`config.mk`:
```
export PLATFORM = sky130hd
export DESIGN_NAME = controlUnit
export DESIGN_NICKNAME = d
export VERILOG_FILES = /design/src/ctrlPkg.sv /design/src/decodeIf.sv /design/src/instrDecoder.sv /design/src/irqVectorUnit.sv /design/src/controlSequencer.sv /design/src/controlUnit.sv
export VERILOG_INCLUDE_DIRS = /design/src
export SDC_FILE = /design/constraint.sdc
export NUM_CORES = 1
export LEC_CHECK = 0
export ABC_AREA = 0
export BUFFER_PORTS_ARGS = -buffer_cell sky130_fd_sc_hd__buf_2
export CORE_MARGIN = 2
export CORE_UTILIZATION = 47
export CTS_BUF_LIST = sky130_fd_sc_hd__clkbuf_4 sky130_fd_sc_hd__clkbuf_8 sky130_fd_sc_hd__clkbuf_16
export DETAILED_ROUTE_END_ITERATION = 8
export PLACE_DENSITY_LB_ADDON = 0.2
export SLEW_MARGIN = 20
export SYNTH_ARGS = -nofsm -noshare
export SYNTH_HDL_FRONTEND = slang
export SYNTH_HIERARCHICAL = 1
export SYNTH_SLANG_ARGS = --single-unit
```
`constraint.sdc`:
```
create_clock -name clk -period 4.77 [get_ports clk]
set_input_delay 0.954 -clock clk [delete_from_list [all_inputs] [get_ports clk]]
set_output_delay 0.954 -clock clk [all_outputs]
set_load 0.05 [all_outputs]
```
`src/ctrlDefs_defs.svh`:
```
`ifndef CTRL_DEFS_SVH
`define CTRL_DEFS_SVH

// ****************************************
// widths
`define INSTR_W     16                      // instruction word
`define ADDR_W      16                      // program address
`define REG_SEL_W   4                       // register file select
`define ALU_OP_W    4                       // alu mode code

// ****************************************
// start-up and stack
`define START_DELAY 40                      // start cycles before first fetch
`define SP_LOW_REG  14                      // low byte of the stack pointer

// ****************************************
// interrupts, line 0 wins
`define IRQ_N       4
`define IRQ_VEC0    16'd20
`define IRQ_VEC1    16'd30
`define IRQ_VEC2    16'd40
`define IRQ_VEC3    16'd50

`endif

```
`src/ctrlPkg.sv`:
```
`include "ctrlDefs_defs.svh"

package ctrlPkg;

    typedef enum logic [2:0] {
        Part1, Part2, Part3, JmpFetch, CallFetch, IrqPush, Start
    } seqState_t;

    typedef enum logic [3:0] {
        AluImm, AluReg, PortIo, Branch, JumpLong, CallLong, Return, NopHalt, Unknown
    } instrClass_t;

    // condition field, instruction bits 15:13
    typedef enum logic [2:0] {
        Always, Carry, NoCarry, Zero, NonZero, Negative, Positive, AlwaysAlt
    } condCode_t;

    typedef enum logic [2:0] {
        PcOut = 3'd0, PcPlusOne = 3'd1, IrqVector = 3'd2, MemWord = 3'd3,
        BranchRel = 3'd4, ReturnAddr = 3'd5, BranchReg = 3'd6
    } addrSrc_t;

    typedef enum logic [2:0] {
        AluOut = 3'd0, PcPlusOneHigh = 3'd1, PcPlusOneLow = 3'd2, PcHigh = 3'd3, PcLow = 3'd4
    } dataSrc_t;

    typedef enum logic [1:0] {
        PtrPair = 2'd0, PortImm = 2'd1, PtrPairPlusOne = 2'd2
    } ioAddrSrc_t;

    typedef enum logic [1:0] {
        AluFlags = 2'd0, ClearIrqEnable = 2'd3
    } statusSrc_t;

    typedef struct packed {
        logic                   regFileSrc;         // 0 alu, 1 data memory / io
        logic [`REG_SEL_W-1:0]  regFileOutBSelect;
        logic                   regFileWriteEnable;
        logic                   regFileAdd;
        logic [1:0]             regFileConstSrc;
        logic [1:0]             aluSrcBSelect;
        logic [`ALU_OP_W-1:0]   aluMode;
        dataSrc_t               dMemDataSelect;
        ioAddrSrc_t             dMemIOAddressSelect;
        logic                   dMemIOWriteEn;
        logic                   dMemIOReadEn;
        statusSrc_t             statusRegSrcSelect;
        logic                   flagEnable;
        addrSrc_t               iMemAddrSelect;
        logic                   iMemReadEnable;
        logic                   pcWriteEn;
    } ctrlWord_t;

endpackage

```
`src/decodeIf.sv`:
```
`timescale 1ns/1ps

`include "ctrlDefs_defs.svh"

interface decodeIf import ctrlPkg::*; ();

    instrClass_t            instrClass;
    logic                   condMet;            // condition field true
    logic                   isPortIn;           // IN rather than OUT
    logic                   flagUpdate;         // low for LDI and MOV
    logic                   uninterruptible;    // HLT
    logic                   branchReg;          // register-indirect branch
    logic [`ALU_OP_W-1:0]   aluOp;

    modport decoder (
        output instrClass, condMet, isPortIn, flagUpdate, uninterruptible, branchReg, aluOp
    );

    modport sequencer (
        input instrClass, condMet, isPortIn, flagUpdate, uninterruptible, branchReg, aluOp
    );

endinterface

```
`src/instrDecoder.sv`:
```
`timescale 1ns/1ps

`include "ctrlDefs_defs.svh"

module instrDecoder
    import ctrlPkg::*;
(
    input  logic [`INSTR_W-1:0] instrWord,
    input  logic                carryFlag,
    input  logic                zeroFlag,
    input  logic                negativeFlag,
    decodeIf.decoder            dec
);

    logic aluImmType, portIoType, aluRegType, singleRegType;
    logic brType, jmpIndType, jmpType, callType, retType;
    logic nopType, hltType;
    condCode_t condCode;

    // ****************************************
    // instruction classes
    assign aluImmType    = (instrWord[3:0] >= 4'd1) && (instrWord[3:0] <= 4'd7);
    assign portIoType    = (instrWord[3:1] == 3'b100);
    assign aluRegType    = (instrWord[3:0] == 4'b1010) && (instrWord[7:4] >= 4'd1)
                           && (instrWord[7:4] <= 4'd9);
    assign singleRegType = (instrWord[3:0] == 4'b1111) && (instrWord[7:4] >= 4'b1010)
                           && (instrWord[11:8] == 4'b0000);
    assign brType        = (instrWord[3:0] == 4'b1110);
    assign jmpIndType    = (instrWord[8:0] == 9'b0_0001_1111) && !instrWord[12];
    assign jmpType       = (instrWord[12:0] == 13'b0_0000_0010_1111);
    assign callType      = (instrWord[12:0] == 13'b0_0000_0011_1111);
    assign retType       = (instrWord[12:0] == 13'b0_0000_0100_1111);
    assign nopType       = (instrWord == '0);
    assign hltType       = (instrWord == '1);

    // ****************************************
    // branch condition
    assign condCode = condCode_t'(instrWord[15:13]);

    always_comb begin
        case (condCode)
            Carry:    dec.condMet = carryFlag;
            NoCarry:  dec.condMet = !carryFlag;
            Zero:     dec.condMet = zeroFlag;
            NonZero:  dec.condMet = !zeroFlag;
            Negative: dec.condMet = negativeFlag;
            Positive: dec.condMet = !negativeFlag;
            default:  dec.condMet = 1'b1;       // both always codes
        endcase
    end

    assign dec.uninterruptible = hltType;
    assign dec.isPortIn = !instrWord[0];    // only read for the port class
    assign dec.branchReg = jmpIndType;

    always_comb begin
        dec.instrClass = Unknown;
        dec.flagUpdate = 1'b0;
        dec.aluOp = '0;                         // pass A
        if (aluImmType) begin
            dec.instrClass = AluImm;
            dec.aluOp = {1'b0, instrWord[2:0]};
            dec.flagUpdate = (instrWord[3:1] != 3'b001);   // no flags on LDI
        end else if (portIoType) begin
            dec.instrClass = PortIo;
        end else if (aluRegType || singleRegType) begin
            dec.instrClass = AluReg;
            dec.aluOp = instrWord[7:4];
            dec.flagUpdate = (instrWord[7:4] != 4'b1000);  // MOV leaves flags
        end else if (brType || jmpIndType) begin
            dec.instrClass = Branch;
        end else if (jmpType) begin
            dec.instrClass = JumpLong;
        end else if (callType) begin
            dec.instrClass = CallLong;
        end else if (retType) begin
            dec.instrClass = Return;
        end else if (nopType || hltType) begin
            dec.instrClass = NopHalt;
        end
    end

endmodule

```
`src/irqVectorUnit.sv`:
```
`timescale 1ns/1ps

`include "ctrlDefs_defs.svh"

module irqVectorUnit (
    input  logic [`IRQ_N-1:0]   irqRequest,
    input  logic                irqTake,
    output logic                irqPending,
    output logic [`ADDR_W-1:0]  interruptVector,
    output logic [`IRQ_N-1:0]   irqClear
);

    localparam logic [`ADDR_W-1:0] vecTable [`IRQ_N] = '{
        `IRQ_VEC0, `IRQ_VEC1, `IRQ_VEC2, `IRQ_VEC3
    };

    logic [`IRQ_N-1:0] winner;              // one-hot, highest priority line

    // scan from the lowest priority so line 0 has the last word
    always_comb begin
        winner = '0;
        interruptVector = '0;
        for (int i = `IRQ_N - 1; i >= 0; i--) begin
            if (irqRequest[i]) begin
                winner = '0;
                winner[i] = 1'b1;
                interruptVector = vecTable[i];
            end
        end
    end

    assign irqPending = |irqRequest;
    assign irqClear = irqTake ? winner : '0;   // one pulse during the high-byte push

endmodule

```
`src/controlSequencer.sv`:
```
`timescale 1ns/1ps

`include "ctrlDefs_defs.svh"

module controlSequencer
    import ctrlPkg::*;
(
    input  logic                    clk,
    input  logic                    rst,
    decodeIf.sequencer              dec,
    input  logic                    interruptEnable,
    input  logic                    irqPending,
    output logic                    irqTake,
    input  logic [`REG_SEL_W-1:0]   regSelField,
    output ctrlWord_t               ctrl
);

    localparam int delayW = $clog2(`START_DELAY + 1);
    localparam logic [delayW-1:0] delayDone = delayW'(`START_DELAY);
    localparam logic [`REG_SEL_W-1:0] spLowReg = `REG_SEL_W'(`SP_LOW_REG);

    seqState_t          state;
    seqState_t          nextState;
    logic [delayW-1:0]  delayCnt;
    logic               startDone;
    logic               takeIrq;
    logic               portRead;           // first cycle of IN
    logic               retPop;             // stack read cycles of a taken RET
    logic               retDone;

    // push one byte through the stack pointer pair, SP decrements
    function automatic ctrlWord_t stackPush(ctrlWord_t base, dataSrc_t src);
        ctrlWord_t word;
        word = base;
        word.regFileOutBSelect = spLowReg;
        word.regFileAdd = 1'b1;
        word.regFileConstSrc = 2'b01;
        word.dMemDataSelect = src;
        word.dMemIOAddressSelect = PtrPair;
        word.dMemIOWriteEn = 1'b1;
        return word;
    endfunction

    // ****************************************
    // state register and start delay
    always_ff @(posedge clk) begin
        if (rst) begin
            state <= Start;
            delayCnt <= '0;
        end else begin
            state <= nextState;
            if (state == Start) begin
                delayCnt <= delayCnt + 1'b1;
            end else begin
                delayCnt <= '0;
            end
        end
    end

    assign startDone = (delayCnt == delayDone);
    assign takeIrq = (state == Part1) && interruptEnable && irqPending && !dec.uninterruptible;
    assign irqTake = (state == IrqPush);
    assign portRead = dec.isPortIn && (state == Part1);
    assign retPop = ((state == Part1) && dec.condMet) || (state == Part2);
    assign retDone = ((state == Part1) && !dec.condMet) || (state == Part3);

    // ****************************************
    // control word, defaults are a plain advance
    always_comb begin
        ctrl = '0;
        ctrl.regFileOutBSelect = regSelField;
        ctrl.iMemReadEnable = 1'b1;
        ctrl.pcWriteEn = 1'b1;
        nextState = Part1;
        case (state)
            Start: begin
                ctrl.iMemReadEnable = startDone;    // first fetch
                ctrl.pcWriteEn = startDone;
                nextState = startDone ? Part1 : Start;
            end
            JmpFetch: begin
                ctrl.iMemAddrSelect = MemWord;      // target from second word
            end
            CallFetch: begin
                ctrl = stackPush(ctrl, PcPlusOneHigh);
                ctrl.iMemAddrSelect = MemWord;
            end
            IrqPush: begin
                ctrl = stackPush(ctrl, PcHigh);
                ctrl.statusRegSrcSelect = ClearIrqEnable;
                ctrl.flagEnable = 1'b1;
                ctrl.iMemAddrSelect = IrqVector;
            end
            default: begin
                if (takeIrq) begin
                    ctrl = stackPush(ctrl, PcLow);
                    ctrl.statusRegSrcSelect = ClearIrqEnable;   // mask further requests
                    ctrl.flagEnable = 1'b1;
                    ctrl.iMemAddrSelect = IrqVector;
                    ctrl.iMemReadEnable = 1'b0;
                    ctrl.pcWriteEn = 1'b0;
                    nextState = IrqPush;
                end else begin
                    case (dec.instrClass)
                        AluImm: begin
                            ctrl.regFileWriteEnable = 1'b1;
                            ctrl.aluSrcBSelect = 2'b10;         // 8-bit immediate
                            ctrl.aluMode = dec.aluOp;
                            ctrl.flagEnable = dec.flagUpdate;
                        end
                        AluReg: begin
                            ctrl.regFileWriteEnable = 1'b1;
                            ctrl.aluMode = dec.aluOp;
                            ctrl.flagEnable = dec.flagUpdate;
                        end
                        PortIo: begin
                            ctrl.regFileSrc = 1'b1;             // io data in
                            ctrl.dMemIOAddressSelect = PortImm;
                            ctrl.dMemIOWriteEn = !dec.isPortIn;
                            ctrl.dMemIOReadEn = portRead;
                            ctrl.regFileWriteEnable = dec.isPortIn && (state == Part2);
                            ctrl.iMemReadEnable = !portRead;
                            ctrl.pcWriteEn = !portRead;
                            nextState = portRead ? Part2 : Part1;
                        end
                        Branch: begin
                            if (dec.condMet) begin
                                ctrl.iMemAddrSelect = dec.branchReg ? BranchReg : BranchRel;
                            end
                        end
                        JumpLong: begin
                            ctrl.iMemAddrSelect = dec.condMet ? PcOut : PcPlusOne;
                            ctrl.pcWriteEn = !dec.condMet;
                            nextState = dec.condMet ? JmpFetch : Part1;
                        end
                        CallLong: begin
                            if (dec.condMet) begin
                                ctrl = stackPush(ctrl, PcPlusOneLow);
                            end
                            ctrl.iMemAddrSelect = dec.condMet ? PcOut : PcPlusOne;
                            ctrl.pcWriteEn = !dec.condMet;      // high byte still to push
                            nextState = dec.condMet ? CallFetch : Part1;
                        end
                        Return: begin
                            ctrl.regFileOutBSelect = spLowReg;
                            ctrl.regFileAdd = retPop;
                            ctrl.dMemIOAddressSelect = PtrPairPlusOne;
                            ctrl.dMemIOReadEn = retPop;
                            ctrl.iMemAddrSelect = (state == Part1) ? PcOut : ReturnAddr;
                            ctrl.iMemReadEnable = retDone;
                            ctrl.pcWriteEn = retDone;
                            if (!retDone) begin
                                nextState = (state == Part1) ? Part2 : Part3;
                            end
                        end
                        NopHalt: begin
                            ctrl.iMemReadEnable = !dec.uninterruptible;   // HLT parks here
                            ctrl.pcWriteEn = !dec.uninterruptible;
                        end
                        default: ;                  // unknown word, one-cycle no-op
                    endcase
                end
            end
        endcase
    end

endmodule

```
`src/controlUnit.sv`:
```
`timescale 1ns/1ps

`include "ctrlDefs_defs.svh"

module controlUnit
    import ctrlPkg::*;
(
    input  logic                    clk,
    input  logic                    rst,
    input  logic [`INSTR_W-1:0]     iMemOut,
    input  logic                    carryFlag,
    input  logic                    zeroFlag,
    input  logic                    negativeFlag,
    input  logic                    interruptEnable,
    input  logic [`IRQ_N-1:0]       irqRequest,
    output logic                    regFileSrc,
    output logic [`REG_SEL_W-1:0]   regFileOutBSelect,
    output logic                    regFileWriteEnable,
    output logic                    regFileAdd,
    output logic [1:0]              regFileConstSrc,
    output logic [1:0]              aluSrcBSelect,
    output logic [`ALU_OP_W-1:0]    aluMode,
    output logic [2:0]              dMemDataSelect,
    output logic [1:0]              dMemIOAddressSelect,
    output logic                    dMemIOWriteEn,
    output logic                    dMemIOReadEn,
    output logic [1:0]              statusRegSrcSelect,
    output logic                    flagEnable,
    output logic [2:0]              iMemAddrSelect,
    output logic                    iMemReadEnable,
    output logic                    pcWriteEn,
    output logic [`ADDR_W-1:0]      interruptVector,
    output logic [`IRQ_N-1:0]       irqClear
);

    decodeIf   decBus ();
    ctrlWord_t ctrl;
    logic      irqPending;
    logic      irqTake;

    instrDecoder i_instrDecoder (
        .instrWord    (iMemOut),
        .carryFlag    (carryFlag),
        .zeroFlag     (zeroFlag),
        .negativeFlag (negativeFlag),
        .dec          (decBus.decoder)
    );

    irqVectorUnit i_irqVectorUnit (
        .irqRequest      (irqRequest),
        .irqTake         (irqTake),
        .irqPending      (irqPending),
        .interruptVector (interruptVector),
        .irqClear        (irqClear)
    );

    controlSequencer i_controlSequencer (
        .clk             (clk),
        .rst             (rst),
        .dec             (decBus.sequencer),
        .interruptEnable (interruptEnable),
        .irqPending      (irqPending),
        .irqTake         (irqTake),
        .regSelField     (iMemOut[11:8]),     // register field of the word
        .ctrl            (ctrl)
    );

    // ****************************************
    // control word out to the datapath
    assign regFileSrc          = ctrl.regFileSrc;
    assign regFileOutBSelect   = ctrl.regFileOutBSelect;
    assign regFileWriteEnable  = ctrl.regFileWriteEnable;
    assign regFileAdd          = ctrl.regFileAdd;
    assign regFileConstSrc     = ctrl.regFileConstSrc;
    assign aluSrcBSelect       = ctrl.aluSrcBSelect;
    assign aluMode             = ctrl.aluMode;
    assign dMemDataSelect      = ctrl.dMemDataSelect;
    assign dMemIOAddressSelect = ctrl.dMemIOAddressSelect;
    assign dMemIOWriteEn       = ctrl.dMemIOWriteEn;
    assign dMemIOReadEn        = ctrl.dMemIOReadEn;
    assign statusRegSrcSelect  = ctrl.statusRegSrcSelect;
    assign flagEnable          = ctrl.flagEnable;
    assign iMemAddrSelect      = ctrl.iMemAddrSelect;
    assign iMemReadEnable      = ctrl.iMemReadEnable;
    assign pcWriteEn           = ctrl.pcWriteEn;

endmodule

```
==> impl_metrics.env <==
export IMPL_routabilityCongestion=0.978
export IMPL_clkLatencyLatePin_ns=0.26
export IMPL_cp_cell_sequence="buf_2, or4_4, or4_4, nand3_2, nand3b_1, a41o_2, nand2_2, or4_4, maj3_2, a21oi_2, buf_6"
export IMPL_worst_pin_slew_ns=0.652
export IMPL_cts_max_level=1
export IMPL_max_cap_violations=0
export IMPL_grt_first_pass_wirelength_microns=6910
export IMPL_antenna_found_initial=0
export IMPL_ys_ff_latch=9
export IMPL_setup_worst_path_start="iMemOut[9]"
export IMPL_grt_start_max_net_pins=16
export IMPL_status="finished, final reports clean"
export IMPL_power_frac_clock_pct=17.4
export IMPL_clkSinkCount=9
export IMPL_place_area_sq_um=1930
export IMPL_drv_slew=0
export IMPL_numCtsBuffers=3
export IMPL_synth_enable_flop_cells=0
export IMPL_wire_per_inst_microns=12.5
export IMPL_total_leakage_power_nw=0.973
export IMPL_hold_viol=0
export IMPL_final_fill_count=333
export IMPL_vias_per_cell=5.44
export IMPL_timing_rr_start="i_controlSequencer/state[2]"
export IMPL_first_iter_violations=135
export IMPL_timing_hold_ws_ns=0.461
export IMPL_seq_area_frac_synth_pct=11.4
export IMPL_avgSynthCellArea_sq_um=6.58
export IMPL_end_kind="output port"
export IMPL_die_h_microns=62.0
export IMPL_diodes=0
export IMPL_clk_path_buf_depth=2
export IMPL_hpwl_microns=3520
export IMPL_seqPwrFrac_pct=24.1
export IMPL_slew_headroom_pct=56.3
export IMPL_switching_share_pct=50.9
export IMPL_synth_area_sq_um=1580
export IMPL_cp_slowest_stage_delay_ns=0.55
export IMPL_grt_overflow_total=0
export IMPL_drive_gt1_share_pct=34.9
export IMPL_max_freq_mhz=215
export IMPL_multiInputGateArea_sq_um=1240
export IMPL_crit_fanout=4
export IMPL_fp_coreArea_sq_um=3280
export IMPL_die_area_sq_um=3840
export IMPL_worstSetupPathType="in -> out"
export IMPL_ys_warn_count=6
export IMPL_grt_pass1_vias=1612
export IMPL_firstDrtPassIters=4
export IMPL_min_period_ns=4.65
export IMPL_peakVddDrop_mv=0.207
export IMPL_tritoncts="built"
export IMPL_clock_skew_ns=0.000521
export IMPL_port_buffers=62
export IMPL_crit_path_start_kind="primary input"
export IMPL_nets=336
export IMPL_powerDensity_nw_per_um2=183
export IMPL_critPathBufInv=2
export IMPL_setup_tns_ns=0
export IMPL_wl_microns=4410
export IMPL_root_buffer="clkbuf_4"
export IMPL_num_vias=1920
export IMPL_syn_inst=240
export IMPL_p_int_uw=180
export IMPL_hold_path_class="reg -> reg"
export IMPL_drc=0
export IMPL_area_growth_pct=27.3
export IMPL_synth_flop_cell="dfxtp_1"
export IMPL_grt_usage_pct=23.4
export IMPL_synthDistinctLibCells=59
export IMPL_antenna_left=0
export IMPL_combPwrFrac_pct=58.5
export IMPL_post_route_period_util_pct=97.4
export IMPL_rsz0062_at_grt="false"
export IMPL_synth_async_sr_flop_share_pct=0
export IMPL_std_cell_rows=21
export IMPL_crit_path_frequent_cell="or4_4"
export IMPL_cp_arrival_ns=3.69
export IMPL_switchingPower_uw=187
export IMPL_min_delay_start="i_controlSequencer/delayCnt[0]"
export IMPL_start_util_pct=48.1
export IMPL_slowest_stage="or4_4"
export IMPL_report_final_setup_viol=0
export IMPL_cp_top_family="simple AND/OR/NAND/NOR gates"
export IMPL_seq_area_sq_um=180
export IMPL_cts_clk_slew_worst_paths_ns=0.06
export IMPL_io_pins=76
export IMPL_fp_dieW_microns=62.0
export IMPL_finish_instance_area_sq_um=2010
export IMPL_worst_ep_required_time_ns=3.82
## path summary, 6_finish.rpt
| path | slack (ns) | endpoint | cells past startpoint |
|---|---|---|---|
| min | 0.46 | i_controlSequencer/delayCnt[0] | 1 |
| max reg2reg | 2.84 | i_controlSequencer/state[1] | 4 |
| max | 0.12 | iMemAddrSelect[1] | 11 |
| min reg2reg | 0.46 | i_controlSequencer/delayCnt[0] | 1 |
## cell families (layout without fill, tap and decap cells)
| kind of cell | Yosys count | in the layout | synth area share (%) |
|---|---|---|---|
| buf+inv | 42 | 98 | 15.1 |
| compound gates | 55 | 55 | 22.4 |
| simple gates | 123 | 123 | 45.0 |
| other cells | 2 | 13 | 0.476 |
| fa+ha+maj | 3 | 3 | 2.30 |
| xor+xnor | 6 | 6 | 3.33 |
| flops | 9 | 9 | 11.4 |
## through the flow
stage          util (%)  power (mW)  setup WS, ns  std cells
2_1_floorplan         -       0.256        0.0430        251
3_3_place_gp       58.7       0.297        0.0803        348
3_5_place_dp       58.7       0.297        0.0392        348
4_1_cts            59.7       0.363        0.0369        352
5_1_grt            61.2       0.392       0.00572        353
6_report           61.2       0.368         0.123        353
## cell usage in the layout (no fill, tap or decap), types with 5 or more instances in the layout
cell	n
clkbuf_4	9
nor3_1	9
buf_4	14
nand4_1	6
nor2_1	28
o21ai_0	13
nand2_1	23
inv_1	16
nand2b_1	5
buf_2	56
nor4bb_1	5
dfxtp_1	9
a21oi_1	11
nand3_1	6
and2_1	5
conb_1	13
## state kept, by name (all words and copies together), names as in the netlist
| name | count |
|---|---|
| i_controlSequencer/state | 3 |
| i_controlSequencer/delayCnt | 6 |
## metal layers
metal / up-vias / wire length [microns] / GRT usage [%] / share of wire, %
met5: - / 0 / 0 / 0
met4: 0 / 8 / 2.43 / 0.18
met3: 2 / 333 / 4.14 / 7.5
met2: 82 / 2060 / 38.5 / 47
met1: 861 / 2020 / 33.0 / 46
li1: 975 / - / - / -
## worst reg2reg max path, delay by kind of cell, from the launching register on
| family | cells | cell delay (ns) |
|---|---|---|
| AOI/OAI and AO/OA | 1 | 0.16 |
| DFF | 1 | 0.45 |
| and+or+nand+nor | 3 | 1.20 |
## power groups by stage
stage / Clock, mW / Combinational, mW / Sequential [mW]
finish: 0.0642 / 0.215 / 0.0885
global route: 0.0694 / 0.233 / 0.0893
CTS: 0.0663 / 0.208 / 0.0885
detailed placement: 0 / 0.207 / 0.0901
global placement: 0 / 0.207 / 0.0902
floorplan: 0 / 0.171 / 0.0854
## timing repair
action,in CTS,in global routing
resized for setup,0,13
hold buffers,0,0
buffers inserted,0,1
setup endpoints to repair,0,9
## Yosys cell counts, types with 2 or more instances
| library cell | count | area, sq um |
|---|---|---|
| nor3_1 | 10 | 50.1 |
| nor3b_1 | 2 | 15.0 |
| o22ai_1 | 4 | 25.0 |
| conb_1 | 2 | 7.51 |
| clkbuf_1 | 3 | 11.3 |
| a31oi_1 | 3 | 18.8 |
| dfxtp_1 | 9 | 180 |
| or4_1 | 2 | 15.0 |
| o21ai_0 | 14 | 70.1 |
| and3_1 | 3 | 18.8 |
| a21oi_1 | 12 | 60.1 |
| buf_4 | 19 | 143 |
| inv_2 | 2 | 7.51 |
| or4_4 | 3 | 33.8 |
| and2_1 | 5 | 31.3 |
| nand4_1 | 6 | 37.5 |
| nor2_1 | 28 | 105 |
| ha_1 | 2 | 25.0 |
| inv_1 | 16 | 60.1 |
| nor4bb_1 | 5 | 50.1 |
| nand2_1 | 23 | 86.3 |
| o211ai_1 | 4 | 30.0 |
| xor2_1 | 3 | 26.3 |
| nor4b_1 | 3 | 26.3 |
| nand2b_1 | 5 | 31.3 |
| or3_1 | 3 | 18.8 |
| a211oi_1 | 3 | 22.5 |
| xnor2_1 | 3 | 26.3 |
| o21bai_1 | 2 | 15.0 |
| a21o_1 | 2 | 15.0 |
| nand3_1 | 6 | 30.0 |
| nor4_1 | 3 | 18.8 |
| nand3b_1 | 3 | 22.5 |
| or2_2 | 2 | 12.5 |
## cell type report
| class | instances | share of cell area (%) |
|---|---|---|
| flip-flops and latches | 9 | 8.97 |
| well taps | 46 | 2.86 |
| inverters | 18 | 3.36 |
| repair buffers | 76 | 21.6 |
| clock buffers | 4 | 1.49 |
| multi-input cells | 200 | 61.7 |
No activity file was read; power rests on OpenSTA's default activity.
